<file path="config.mk">
export PLATFORM = sky130hd
export DESIGN_NAME = hart_top
export DESIGN_NICKNAME = d
export VERILOG_FILES = /design/src/hw/hart_pkg.sv /design/src/hw/reg_file.sv /design/src/hw/hazard_unit.sv /design/src/hw/fetch_stage.sv /design/src/hw/decode_stage.sv /design/src/hw/execute_stage.sv /design/src/hw/mem_wb_stage.sv /design/src/hw/hart_top.sv
export SDC_FILE = /design/constraint.sdc
export NUM_CORES = 2
export LEC_CHECK = 0
export BUFFER_PORTS_ARGS = -buffer_cell sky130_fd_sc_hd__buf_2
export CORE_AREA = 2 2 370 372
export DETAILED_ROUTE_END_ITERATION = 10
export DIE_AREA = 0 0 372 374
export PLACE_DENSITY = 0.75
export SLEW_MARGIN = 10
export SYNTH_ARGS = -nofsm -noshare
export SYNTH_HDL_FRONTEND = slang
export SYNTH_HIERARCHICAL = 1
export SYNTH_SLANG_ARGS = --single-unit
</file>
<file path="constraint.sdc">
create_clock -name i_clk -period 12 [get_ports i_clk]
set_clock_uncertainty 0.1 [all_clocks]
set_input_delay 2.4 -clock i_clk [delete_from_list [all_inputs] [get_ports i_clk]]
set_output_delay 2.4 -clock i_clk [all_outputs]
set_load 0.02 [all_outputs]
</file>
<file path="src/hw/hart_pkg.sv">
package hart_pkg;

  localparam int XLEN   = 32;  // data and address width
  localparam int REG_AW = 5;   // register number width

  // ebreak is the only system instruction kept and it marks the end of a program
  localparam logic [XLEN-1:0] EBREAK_INST = 32'h0010_0073;

  typedef enum logic [6:0] {
    OPC_OP     = 7'b0110011,
    OPC_OP_IMM = 7'b0010011,
    OPC_LUI    = 7'b0110111,
    OPC_LOAD   = 7'b0000011,
    OPC_STORE  = 7'b0100011,
    OPC_BRANCH = 7'b1100011,
    OPC_JAL    = 7'b1101111,
    OPC_SYSTEM = 7'b1110011
  } opcode_e;

  typedef enum logic [3:0] {
    ALU_ADD,
    ALU_SUB,
    ALU_AND,
    ALU_OR,
    ALU_XOR,
    ALU_SLT,
    ALU_SLL,
    ALU_SRL,
    ALU_PASS_B  // hands operand b straight through for lui
  } alu_op_e;

  typedef enum logic [1:0] {
    WB_ALU,
    WB_MEM,
    WB_PC4  // return address of jal
  } wb_sel_e;

  typedef struct packed {
    logic            valid;
    logic [XLEN-1:0] pc;
    logic [XLEN-1:0] inst;
  } if_id_t;

  typedef struct packed {
    logic              valid;
    logic [XLEN-1:0]   pc;
    logic [XLEN-1:0]   inst;
    alu_op_e           alu_op;
    logic [XLEN-1:0]   op_a;
    logic [XLEN-1:0]   op_b;        // rs2 or the immediate, already chosen in decode
    logic [XLEN-1:0]   store_data;
    logic [XLEN-1:0]   imm;         // branch or jal offset
    logic [REG_AW-1:0] rd;          // zero when nothing is written
    logic              reg_write;
    logic              mem_read;
    logic              mem_write;
    logic              is_branch;
    logic              branch_ne;
    logic              is_jal;
    wb_sel_e           wb_sel;
    logic              halt;
  } id_ex_t;

  typedef struct packed {
    logic              valid;
    logic [XLEN-1:0]   pc;
    logic [XLEN-1:0]   inst;
    logic [XLEN-1:0]   alu_result;  // doubles as the data address for lw and sw
    logic [XLEN-1:0]   store_data;
    logic [REG_AW-1:0] rd;
    logic              reg_write;
    logic              mem_read;
    logic              mem_write;
    wb_sel_e           wb_sel;
    logic [XLEN-1:0]   next_pc;
    logic              halt;
  } ex_mem_t;

  typedef struct packed {
    logic              valid;
    logic [XLEN-1:0]   pc;
    logic [XLEN-1:0]   inst;
    logic [REG_AW-1:0] rd;
    logic              reg_write;
    logic [XLEN-1:0]   wdata;
    logic [XLEN-1:0]   next_pc;
    logic              halt;
  } mem_wb_t;

  typedef struct packed {
    logic [XLEN-1:0] addr;  // always word aligned
    logic            ren;
    logic            wen;
    logic [XLEN-1:0] wdata;
  } dmem_req_t;

  typedef struct packed {
    logic              valid;
    logic [XLEN-1:0]   inst;
    logic [XLEN-1:0]   pc;
    logic [XLEN-1:0]   next_pc;
    logic [REG_AW-1:0] rd;
    logic [XLEN-1:0]   rd_wdata;
    logic              halt;
  } retire_t;

endpackage

</file>
<file path="src/hw/reg_file.sv">
`timescale 1ns/10ps

module reg_file (
  input  logic                        i_clk,
  input  logic                        i_rst,
  input  logic [hart_pkg::REG_AW-1:0] i_rs1,
  input  logic [hart_pkg::REG_AW-1:0] i_rs2,
  output logic [hart_pkg::XLEN-1:0]   o_rs1_data,
  output logic [hart_pkg::XLEN-1:0]   o_rs2_data,
  input  logic                        i_wen,
  input  logic [hart_pkg::REG_AW-1:0] i_waddr,
  input  logic [hart_pkg::XLEN-1:0]   i_wdata
);
  import hart_pkg::*;

  logic [XLEN-1:0] regs [0:31];  // entry 0 is never written
  logic            wr_en;

  assign wr_en = i_wen && !i_rst && (i_waddr != '0);

  always_ff @(posedge i_clk) begin
    if (wr_en) begin
      regs[i_waddr] <= i_wdata;
    end
  end

  // a write in the same cycle is passed straight to the reader
  assign o_rs1_data = (i_rs1 == '0) ? '0 :
                      (wr_en && i_waddr == i_rs1) ? i_wdata : regs[i_rs1];
  assign o_rs2_data = (i_rs2 == '0) ? '0 :
                      (wr_en && i_waddr == i_rs2) ? i_wdata : regs[i_rs2];

endmodule

</file>
<file path="src/hw/hazard_unit.sv">
`timescale 1ns/10ps

module hazard_unit (
  input  logic [hart_pkg::REG_AW-1:0] i_rs1,
  input  logic [hart_pkg::REG_AW-1:0] i_rs2,
  input  logic                        i_uses_rs1,
  input  logic                        i_uses_rs2,
  input  logic [hart_pkg::REG_AW-1:0] i_ex_rd,      // instruction now in execute
  input  logic                        i_ex_write,
  input  logic [hart_pkg::REG_AW-1:0] i_mem_rd,     // instruction now in memory
  input  logic                        i_mem_write,
  output logic                        o_stall
);

  logic rs1_hit;
  logic rs2_hit;

  // writeback is not checked because the register file bypasses that write
  assign rs1_hit = i_uses_rs1 && (i_rs1 != '0) &&
                   ((i_ex_write && i_ex_rd == i_rs1) || (i_mem_write && i_mem_rd == i_rs1));
  assign rs2_hit = i_uses_rs2 && (i_rs2 != '0) &&
                   ((i_ex_write && i_ex_rd == i_rs2) || (i_mem_write && i_mem_rd == i_rs2));

  assign o_stall = rs1_hit || rs2_hit;  // at most two cycles per producer

endmodule

</file>
<file path="src/hw/fetch_stage.sv">
`timescale 1ns/10ps

module fetch_stage #(
  parameter logic [hart_pkg::XLEN-1:0] RESET_ADDR = '0
) (
  input  logic                      i_clk,
  input  logic                      i_rst,
  input  logic                      i_stall,           // hold pc and IF/ID
  input  logic                      i_redirect_valid,  // resolved in execute
  input  logic [hart_pkg::XLEN-1:0] i_redirect_pc,
  input  logic [hart_pkg::XLEN-1:0] i_imem_rdata,
  output logic [hart_pkg::XLEN-1:0] o_imem_raddr,
  output hart_pkg::if_id_t          o_if_id
);
  import hart_pkg::*;

  logic [XLEN-1:0] pc_q;
  logic [XLEN-1:0] pc_d;
  if_id_t          if_id_q;

  // a redirect beats a stall since the stalled instruction is being flushed anyway
  always_comb begin
    if (i_redirect_valid) begin
      pc_d = i_redirect_pc;
    end else if (i_stall) begin
      pc_d = pc_q;
    end else begin
      pc_d = pc_q + XLEN'(4);
    end
  end

  always_ff @(posedge i_clk) begin
    if (i_rst) begin
      pc_q <= RESET_ADDR;
    end else begin
      pc_q <= pc_d;
    end
  end

  always_ff @(posedge i_clk) begin
    if (!i_stall || i_redirect_valid) begin
      if_id_q.pc   <= pc_q;
      if_id_q.inst <= i_imem_rdata;  // the memory answers in the same cycle
    end
    if (i_rst || i_redirect_valid) begin
      if_id_q.valid <= 1'b0;  // the word behind a taken branch is dropped
    end else if (!i_stall) begin
      if_id_q.valid <= 1'b1;
    end
  end

  assign o_imem_raddr = pc_q;
  assign o_if_id      = if_id_q;

endmodule

</file>
<file path="src/hw/decode_stage.sv">
`timescale 1ns/10ps

module decode_stage (
  input  logic                        i_clk,
  input  logic                        i_rst,
  input  hart_pkg::if_id_t            i_if_id,
  input  logic                        i_stall,  // turns this slot into a bubble
  input  logic                        i_flush,  // redirect from execute
  input  hart_pkg::mem_wb_t           i_wb,     // writeback into the register file
  output logic [hart_pkg::REG_AW-1:0] o_rs1,
  output logic [hart_pkg::REG_AW-1:0] o_rs2,
  output logic                        o_uses_rs1,
  output logic                        o_uses_rs2,
  output hart_pkg::id_ex_t            o_id_ex
);
  import hart_pkg::*;

  logic [XLEN-1:0] inst;
  logic [2:0]      funct3;
  logic [XLEN-1:0] rs1_data;
  logic [XLEN-1:0] rs2_data;
  logic [XLEN-1:0] imm_i;
  logic [XLEN-1:0] imm_s;
  logic [XLEN-1:0] imm_b;
  logic [XLEN-1:0] imm_j;
  logic [XLEN-1:0] imm_u;
  logic            uses_rs1;
  logic            uses_rs2;
  logic            writes_rd;
  id_ex_t          id_ex_d;
  id_ex_t          id_ex_q;

  assign inst   = i_if_id.inst;
  assign funct3 = inst[14:12];
  assign o_rs1  = inst[19:15];
  assign o_rs2  = inst[24:20];

  reg_file u_reg_file (
    .i_clk      (i_clk),
    .i_rst      (i_rst),
    .i_rs1      (o_rs1),
    .i_rs2      (o_rs2),
    .o_rs1_data (rs1_data),
    .o_rs2_data (rs2_data),
    .i_wen      (i_wb.valid && i_wb.reg_write),  // bubbles never write
    .i_waddr    (i_wb.rd),
    .i_wdata    (i_wb.wdata)
  );

  // sign extended immediates for each encoding format
  assign imm_i = {{20{inst[31]}}, inst[31:20]};
  assign imm_s = {{20{inst[31]}}, inst[31:25], inst[11:7]};
  assign imm_b = {{19{inst[31]}}, inst[31], inst[7], inst[30:25], inst[11:8], 1'b0};
  assign imm_j = {{11{inst[31]}}, inst[31], inst[19:12], inst[20], inst[30:21], 1'b0};
  assign imm_u = {inst[31:12], 12'b0};

  always_comb begin
    id_ex_d            = '0;  // anything not recognised falls out as a no-op
    id_ex_d.valid      = i_if_id.valid;
    id_ex_d.pc         = i_if_id.pc;
    id_ex_d.inst       = inst;
    id_ex_d.alu_op     = ALU_ADD;
    id_ex_d.op_a       = rs1_data;
    id_ex_d.op_b       = rs2_data;
    id_ex_d.store_data = rs2_data;
    id_ex_d.wb_sel     = WB_ALU;
    uses_rs1           = 1'b0;
    uses_rs2           = 1'b0;
    writes_rd          = 1'b0;
    case (opcode_e'(inst[6:0]))
      OPC_OP: begin
        uses_rs1  = 1'b1;
        uses_rs2  = 1'b1;
        writes_rd = 1'b1;
        case (funct3)
          3'b000: id_ex_d.alu_op = inst[30] ? ALU_SUB : ALU_ADD;
          3'b001: id_ex_d.alu_op = ALU_SLL;
          3'b010: id_ex_d.alu_op = ALU_SLT;
          3'b100: id_ex_d.alu_op = ALU_XOR;
          3'b101: begin
            id_ex_d.alu_op = ALU_SRL;
            writes_rd      = !inst[30];  // sra is not supported
          end
          3'b110: id_ex_d.alu_op = ALU_OR;
          3'b111: id_ex_d.alu_op = ALU_AND;
          default: writes_rd = 1'b0;  // sltu
        endcase
      end
      OPC_OP_IMM: begin
        uses_rs1     = 1'b1;
        writes_rd    = 1'b1;
        id_ex_d.op_b = imm_i;
        case (funct3)
          3'b000: id_ex_d.alu_op = ALU_ADD;
          3'b010: id_ex_d.alu_op = ALU_SLT;
          3'b100: id_ex_d.alu_op = ALU_XOR;
          3'b110: id_ex_d.alu_op = ALU_OR;
          3'b111: id_ex_d.alu_op = ALU_AND;
          default: writes_rd = 1'b0;  // immediate shifts and sltiu retire as no-ops
        endcase
      end
      OPC_LUI: begin
        writes_rd      = 1'b1;
        id_ex_d.alu_op = ALU_PASS_B;
        id_ex_d.op_b   = imm_u;
      end
      OPC_LOAD: begin
        if (funct3 == 3'b010) begin  // word loads only
          uses_rs1         = 1'b1;
          writes_rd        = 1'b1;
          id_ex_d.mem_read = 1'b1;
          id_ex_d.op_b     = imm_i;
          id_ex_d.wb_sel   = WB_MEM;
        end
      end
      OPC_STORE: begin
        if (funct3 == 3'b010) begin
          uses_rs1          = 1'b1;
          uses_rs2          = 1'b1;
          id_ex_d.mem_write = 1'b1;
          id_ex_d.op_b      = imm_s;
        end
      end
      OPC_BRANCH: begin
        if (funct3[2:1] == 2'b00) begin  // beq and bne differ only in funct3[0]
          uses_rs1          = 1'b1;
          uses_rs2          = 1'b1;
          id_ex_d.is_branch = 1'b1;
          id_ex_d.branch_ne = funct3[0];
          id_ex_d.imm       = imm_b;
        end
      end
      OPC_JAL: begin
        writes_rd      = 1'b1;
        id_ex_d.is_jal = 1'b1;
        id_ex_d.wb_sel = WB_PC4;
        id_ex_d.imm    = imm_j;
      end
      OPC_SYSTEM: id_ex_d.halt = (inst == EBREAK_INST);
      default: ;  // jalr, auipc and everything else
    endcase
    // x0 as a target counts as no write so the hazard unit never waits on it
    id_ex_d.rd        = writes_rd ? inst[11:7] : '0;
    id_ex_d.reg_write = writes_rd && (inst[11:7] != '0);
  end

  assign o_uses_rs1 = uses_rs1 && i_if_id.valid;
  assign o_uses_rs2 = uses_rs2 && i_if_id.valid;

  always_ff @(posedge i_clk) begin
    id_ex_q <= id_ex_d;
    if (i_rst || i_flush || i_stall) begin
      id_ex_q.valid <= 1'b0;  // bubble into execute
    end
  end

  assign o_id_ex = id_ex_q;

endmodule

</file>
<file path="src/hw/execute_stage.sv">
`timescale 1ns/10ps

module execute_stage (
  input  logic                        i_clk,
  input  logic                        i_rst,
  input  hart_pkg::id_ex_t            i_id_ex,
  output logic                        o_redirect_valid,
  output logic [hart_pkg::XLEN-1:0]   o_redirect_pc,
  output logic [hart_pkg::REG_AW-1:0] o_ex_rd,
  output logic                        o_ex_write,
  output hart_pkg::ex_mem_t           o_ex_mem
);
  import hart_pkg::*;

  logic [XLEN-1:0] op_a;
  logic [XLEN-1:0] op_b;
  logic [XLEN-1:0] alu_result;
  logic [XLEN-1:0] pc_plus4;
  logic [XLEN-1:0] target;
  logic [XLEN-1:0] next_pc;
  logic            taken;
  ex_mem_t         ex_mem_d;
  ex_mem_t         ex_mem_q;

  assign op_a = i_id_ex.op_a;
  assign op_b = i_id_ex.op_b;

  always_comb begin
    case (i_id_ex.alu_op)
      ALU_ADD:    alu_result = op_a + op_b;
      ALU_SUB:    alu_result = op_a - op_b;
      ALU_AND:    alu_result = op_a & op_b;
      ALU_OR:     alu_result = op_a | op_b;
      ALU_XOR:    alu_result = op_a ^ op_b;
      ALU_SLT:    alu_result = {{(XLEN-1){1'b0}}, $signed(op_a) < $signed(op_b)};
      ALU_SLL:    alu_result = op_a << op_b[4:0];  // only the low five bits shift
      ALU_SRL:    alu_result = op_a >> op_b[4:0];
      ALU_PASS_B: alu_result = op_b;
      default:    alu_result = '0;
    endcase
  end

  // branch operands are rs1 and rs2, so equality is checked on them directly
  assign taken    = i_id_ex.is_jal ||
                    (i_id_ex.is_branch && ((op_a == op_b) != i_id_ex.branch_ne));
  assign pc_plus4 = i_id_ex.pc + XLEN'(4);
  assign target   = i_id_ex.pc + i_id_ex.imm;
  assign next_pc  = taken ? target : pc_plus4;

  // a jump to the very next word needs no flush
  assign o_redirect_valid = i_id_ex.valid && (next_pc != pc_plus4);
  assign o_redirect_pc    = next_pc;
  assign o_ex_rd          = i_id_ex.rd;
  assign o_ex_write       = i_id_ex.valid && i_id_ex.reg_write;

  assign ex_mem_d = '{
    valid:      i_id_ex.valid,
    pc:         i_id_ex.pc,
    inst:       i_id_ex.inst,
    alu_result: alu_result,
    store_data: i_id_ex.store_data,
    rd:         i_id_ex.rd,
    reg_write:  i_id_ex.reg_write,
    mem_read:   i_id_ex.mem_read,
    mem_write:  i_id_ex.mem_write,
    wb_sel:     i_id_ex.wb_sel,
    next_pc:    next_pc,
    halt:       i_id_ex.halt
  };

  always_ff @(posedge i_clk) begin
    ex_mem_q <= ex_mem_d;
    if (i_rst) begin
      ex_mem_q.valid <= 1'b0;
    end
  end

  assign o_ex_mem = ex_mem_q;

endmodule

</file>
<file path="src/hw/mem_wb_stage.sv">
`timescale 1ns/10ps

module mem_wb_stage (
  input  logic                        i_clk,
  input  logic                        i_rst,
  input  hart_pkg::ex_mem_t           i_ex_mem,
  input  logic [hart_pkg::XLEN-1:0]   i_dmem_rdata,  // combinational read data
  output hart_pkg::dmem_req_t         o_dmem_req,
  output logic [hart_pkg::REG_AW-1:0] o_mem_rd,
  output logic                        o_mem_write,
  output hart_pkg::mem_wb_t           o_mem_wb,
  output hart_pkg::retire_t           o_retire
);
  import hart_pkg::*;

  logic [XLEN-1:0] wdata;
  mem_wb_t         mem_wb_q;

  // decode never sets both mem_read and mem_write, so ren and wen stay exclusive
  assign o_dmem_req = '{
    addr:  {i_ex_mem.alu_result[XLEN-1:2], 2'b00},
    ren:   i_ex_mem.valid && i_ex_mem.mem_read,
    wen:   i_ex_mem.valid && i_ex_mem.mem_write,
    wdata: i_ex_mem.store_data
  };

  assign o_mem_rd    = i_ex_mem.rd;
  assign o_mem_write = i_ex_mem.valid && i_ex_mem.reg_write;

  always_comb begin
    case (i_ex_mem.wb_sel)
      WB_MEM:  wdata = i_dmem_rdata;
      WB_PC4:  wdata = i_ex_mem.pc + XLEN'(4);  // jal link address
      default: wdata = i_ex_mem.alu_result;
    endcase
  end

  always_ff @(posedge i_clk) begin
    mem_wb_q.pc        <= i_ex_mem.pc;
    mem_wb_q.inst      <= i_ex_mem.inst;
    mem_wb_q.rd        <= i_ex_mem.rd;
    mem_wb_q.reg_write <= i_ex_mem.reg_write;
    mem_wb_q.wdata     <= wdata;
    mem_wb_q.next_pc   <= i_ex_mem.next_pc;
    mem_wb_q.halt      <= i_ex_mem.halt;
    mem_wb_q.valid     <= i_rst ? 1'b0 : i_ex_mem.valid;
  end

  assign o_mem_wb = mem_wb_q;

  // the retire record describes the write the register file takes this cycle
  assign o_retire = '{
    valid:    mem_wb_q.valid,
    inst:     mem_wb_q.inst,
    pc:       mem_wb_q.pc,
    next_pc:  mem_wb_q.next_pc,
    rd:       mem_wb_q.rd,
    rd_wdata: mem_wb_q.reg_write ? mem_wb_q.wdata : '0,
    halt:     mem_wb_q.halt
  };

endmodule

</file>
<file path="src/hw/hart_top.sv">
`timescale 1ns/10ps

module hart_top #(
  parameter logic [hart_pkg::XLEN-1:0] RESET_ADDR = '0  // first fetch address after reset
) (
  input  logic                      i_clk,
  input  logic                      i_rst,
  output logic [hart_pkg::XLEN-1:0] o_imem_raddr,
  input  logic [hart_pkg::XLEN-1:0] i_imem_rdata,  // combinational, same cycle
  output hart_pkg::dmem_req_t       o_dmem_req,
  input  logic [hart_pkg::XLEN-1:0] i_dmem_rdata,
  output hart_pkg::retire_t         o_retire
);
  import hart_pkg::*;

  if_id_t            if_id;
  id_ex_t            id_ex;
  ex_mem_t           ex_mem;
  mem_wb_t           mem_wb;
  logic              stall;           // decode waits for a producer to reach writeback
  logic              redirect_valid;  // taken branch or jal flushes the two younger slots
  logic [XLEN-1:0]   redirect_pc;
  logic [REG_AW-1:0] rs1;
  logic [REG_AW-1:0] rs2;
  logic              uses_rs1;
  logic              uses_rs2;
  logic [REG_AW-1:0] ex_rd;
  logic              ex_write;
  logic [REG_AW-1:0] mem_rd;
  logic              mem_write;

  fetch_stage #(
    .RESET_ADDR (RESET_ADDR)
  ) u_fetch (
    .i_clk            (i_clk),
    .i_rst            (i_rst),
    .i_stall          (stall),
    .i_redirect_valid (redirect_valid),
    .i_redirect_pc    (redirect_pc),
    .i_imem_rdata     (i_imem_rdata),
    .o_imem_raddr     (o_imem_raddr),
    .o_if_id          (if_id)
  );

  decode_stage u_decode (
    .i_clk      (i_clk),
    .i_rst      (i_rst),
    .i_if_id    (if_id),
    .i_stall    (stall),
    .i_flush    (redirect_valid),
    .i_wb       (mem_wb),          // register file write port
    .o_rs1      (rs1),
    .o_rs2      (rs2),
    .o_uses_rs1 (uses_rs1),
    .o_uses_rs2 (uses_rs2),
    .o_id_ex    (id_ex)
  );

  hazard_unit u_hazard (
    .i_rs1       (rs1),
    .i_rs2       (rs2),
    .i_uses_rs1  (uses_rs1),
    .i_uses_rs2  (uses_rs2),
    .i_ex_rd     (ex_rd),
    .i_ex_write  (ex_write),
    .i_mem_rd    (mem_rd),
    .i_mem_write (mem_write),
    .o_stall     (stall)
  );

  execute_stage u_execute (
    .i_clk            (i_clk),
    .i_rst            (i_rst),
    .i_id_ex          (id_ex),
    .o_redirect_valid (redirect_valid),
    .o_redirect_pc    (redirect_pc),
    .o_ex_rd          (ex_rd),
    .o_ex_write       (ex_write),
    .o_ex_mem         (ex_mem)
  );

  mem_wb_stage u_mem_wb (
    .i_clk        (i_clk),
    .i_rst        (i_rst),
    .i_ex_mem     (ex_mem),
    .i_dmem_rdata (i_dmem_rdata),
    .o_dmem_req   (o_dmem_req),
    .o_mem_rd     (mem_rd),
    .o_mem_write  (mem_write),
    .o_mem_wb     (mem_wb),
    .o_retire     (o_retire)
  );

endmodule

</file>
==> metrics.txt <==
DR WL/cell 35.4 µm; GRT busiest layer met2; Layout Cells excl Fill 7845; Multi-input gate area 31000 µm²; DR vias 56700; htree depth 4; row count about 140; Max stage delay cell, worst path nand2_2; crit path max fanout between 50 and 60; Crit path buffers/inverters 7; cts hold-fix bufs 0; grt met2 use 0.593; worst vdd ir about 120 µV; Area Growth Syn to Fin 10.0%; io pins 299; cell chosen for the clock root clkbuf_16; Inst Count DP between 7000 and 8000; syn avg cell area 13.3 µm²; Clock Path Buffers 3; I/O Buffers 296; CP required 12.45 ns; WHS 0.221 ns; area of the core 135000 µm²; EDFF count, synth 1088; total die area 139000 µm²; Final Hold Viols 0; total CTS buffers 162; CP top delay family buffers and inverters; crit path DAT 7.78 ns; Main synth FF type edfxtp_1; post-CTS repair timing setup buffer count 0; DPL Wire Length 174000 µm; total gr overflow 0; number of global-route vias before repair between 50000 and 60000; Slew Limit Fails 0; Worst-Skew Late Latency 0.83 ns; # DRC 0; CP Cell Sequence buf_4, clkinv_1, ha_1, nor4_1, nand4b_1, nor4_2, xor2_1, a21o_2, buf_4, nand3_2, a2111oi_2, o2111ai_1, nor4_1, nand4_1, and3_1, buf_4, clkinv_1, buf_4, nand2_2, buf_4; GPL Wtd Cong 1.06; Reg area 43500 µm²; FILL cells 9802; global-route wire length before repair 389000 µm; headroom to the max-slew limit 0.103; Die Span X roughly 370 µm; Gate Count Post-Synth between 5000 and 6000; Post-synth ARST share 0; Nets about 6100; GRT Overall Usage 0.394; crit share post-route 0.611; Starting Density 0.576; Slew @ Worst Pin 1.35 ns; CTS clk-pin slew, worst paths 0.06 ns; crit path time final 7.34 ns; pwr dens 170 nW/µm²; Max Fclk about 140 MHz; final setup vio count 0; largest net degree at the start of global routing 111; # resized after CTS 0; Setup TNS 0 ns; layout cells sized above 1 0.208; CTS Sinks roughly 1600; routing usage on met1 0.492; status finished clean; flops & latches, synth 1628; Detailed Routing Iterations Pass 1 9; Seq/Total Area, Yosys 0.560; die height roughly 370 µm; RSZ-0062 raised after global routing false; critical path launch point type register; initial drt markers 9222; LEAKAGE 31.0 nW; library cells used by synthesis 110; antenna-violating nets left 0; critical path class reg -> reg; antenna violations before repair 30; vias per cell 7.22; slowest stage delay, CP around 0.56 ns; TritonCTS clock tree built; Syn. warnings 6; Min-Delay Path Class reg -> reg; Post-Syn Area about 78000 µm²; max_cap viols 0; drt total wl between 200000 and 300000 µm; GR Layer Usage met3 0.113; CP dominant cell by count buf_4; Critical Path End Type register
cell usage after synthesis (all sizes together), types with 17 or more instances:
| master | instances | area [µm²] |
|---|---|---|
| a2111oi | 18 | 164 |
| a211oi | 73 | 561 |
| a21o | 36 | 272 |
| a21oi | 241 | 1230 |
| a221o | 46 | 472 |
| a221oi | 65 | 569 |
| a22o | 52 | 455 |
| a22oi | 121 | 908 |
| a31oi | 29 | 181 |
| and2 | 74 | 465 |
| and3 | 17 | 106 |
| buf | 334 | 2240 |
| clkbuf | 246 | 923 |
| dfxtp | 540 | 10800 |
| edfxtp | 1088 | 32700 |
| ha | 133 | 1660 |
| inv | 123 | 462 |
| mux2i | 388 | 3880 |
| mux4 | 389 | 8760 |
| nand2 | 311 | 1170 |
| nand2b | 35 | 219 |
| nand3 | 86 | 435 |
| nand4 | 40 | 287 |
| nor2 | 303 | 1140 |
| nor2b | 29 | 181 |
| nor3 | 81 | 430 |
| nor4 | 45 | 379 |
| o211ai | 55 | 413 |
| o21ai | 257 | 1290 |
| o21bai | 24 | 180 |
| o221ai | 47 | 412 |
| o22ai | 84 | 526 |
| o31ai | 23 | 191 |
| or2 | 18 | 113 |
| or3 | 20 | 135 |
| xnor2 | 78 | 683 |
| xor2 | 72 | 631 |
logic make-up (layout without fill, tap and decap cells):
family	count (synthesis)	in the layout	synth area share
XOR/XNOR	155	155	0.0184
other	3	48	0.000145
adder cells (fa/ha/maj)	136	136	0.0222
buffers and inverters	708	881	0.0470
flip-flops	1628	1628	0.560
AND/OR/NAND/NOR	1123	1123	0.0721
AO/OA/AOI/OAI	1303	1303	0.116
multiplexers	790	790	0.165
worst register-to-register path, stage by stage (launching register included):
cell and delay, ns:
dfxtp_2 0.31, buf_4 0.51, clkinv_1 0.22, ha_1 0.46, nor4_1 0.50, nand4b_1 0.17, nor4_2 0.46, xor2_1 0.19
a21o_2 0.13, buf_4 0.49, nand3_2 0.15, a2111oi_2 0.41, o2111ai_1 0.18, nor4_1 0.44, nand4_1 0.14, and3_1 0.19
buf_4 0.23, clkinv_1 0.34, buf_4 0.36, nand2_2 0.56, buf_4 0.49
final timing paths:
path	startpoint	end	slack (ns)	depth (start not counted)
worst max-delay path	u_decode/o_id_ex[80]$_DFF_P_	u_fetch/o_if_id[4]$_DFFE_PN_	4.66	20
worst max register to register	u_decode/o_id_ex[80]$_DFF_P_	u_fetch/o_if_id[4]$_DFFE_PN_	4.66	20
worst min register to register	u_execute/o_ex_mem[110]$_DFF_P_	u_mem_wb/o_mem_wb[74]$_DFF_P_	0.22	0
worst min-delay path	u_execute/o_ex_mem[110]$_DFF_P_	u_mem_wb/o_mem_wb[74]$_DFF_P_	0.22	0
state kept, by name, summed over array words and instances (netlist names):
name	flops
u_decode/u_reg_file/regs	1024
u_execute/o_ex_mem	172
u_decode/o_id_ex	199
u_fetch/o_if_id	65
u_mem_wb/o_mem_wb	136
u_fetch/o_imem_raddr	32
cell usage in the layout, fill, tap and decap left out, types with 84 or more instances in the layout:
master and instances:
ha_1 132, inv_1 121, mux4_2 389, a21oi_1 234, buf_4 152, clkbuf_16 166, o22ai_1 84, dfxtp_1 532
o21ai_0 250, nor2_1 270, buf_2 296, a22oi_1 121, mux2i_1 388, edfxtp_1 1088, nand2_1 304
metrics by stage:
stage                      util  power [mW]  cell area [µm²]  worst slack [ns]
after global routing      0.633        14.9            85500              4.32
after CTS                 0.633        14.5            85500              4.78
after detailed placement  0.593        9.32            80000              4.80
final                     0.634        14.5            85500              4.66
after floorplan               -        8.31            77800              5.06
after global placement    0.593        9.29            80000              4.88
power by group:
part | total, mW | leakage, nW | internal (mW) | switching (mW)
Sequential | 6.89 | 14.4 | 6.62 | 0.274
Combinational | 2.43 | 13.9 | 0.703 | 1.72
Clock | 5.22 | 2.70 | 2.96 | 2.26
area by class of cell:
class | count | share of cell area
Clock inverter | 88 | 0.0121
Multi-Input combinational cell | 3542 | 0.363
Inverter | 127 | 0.00557
Antenna cell | 13 | 0.000380
Sequential cell | 1628 | 0.509
Timing Repair Buffer | 454 | 0.0321
Clock buffer | 212 | 0.0522
Tap cell | 1781 | 0.0261
per-layer routing:
metal | wire length [µm] | part of all wire
met1 | 94100 | 0.34
met2 | 124000 | 0.44
met3 | 37100 | 0.13
met4 | 23200 | 0.083
met5 | 115 | 0.00041
No activity file was read; power rests on OpenSTA's default activity.
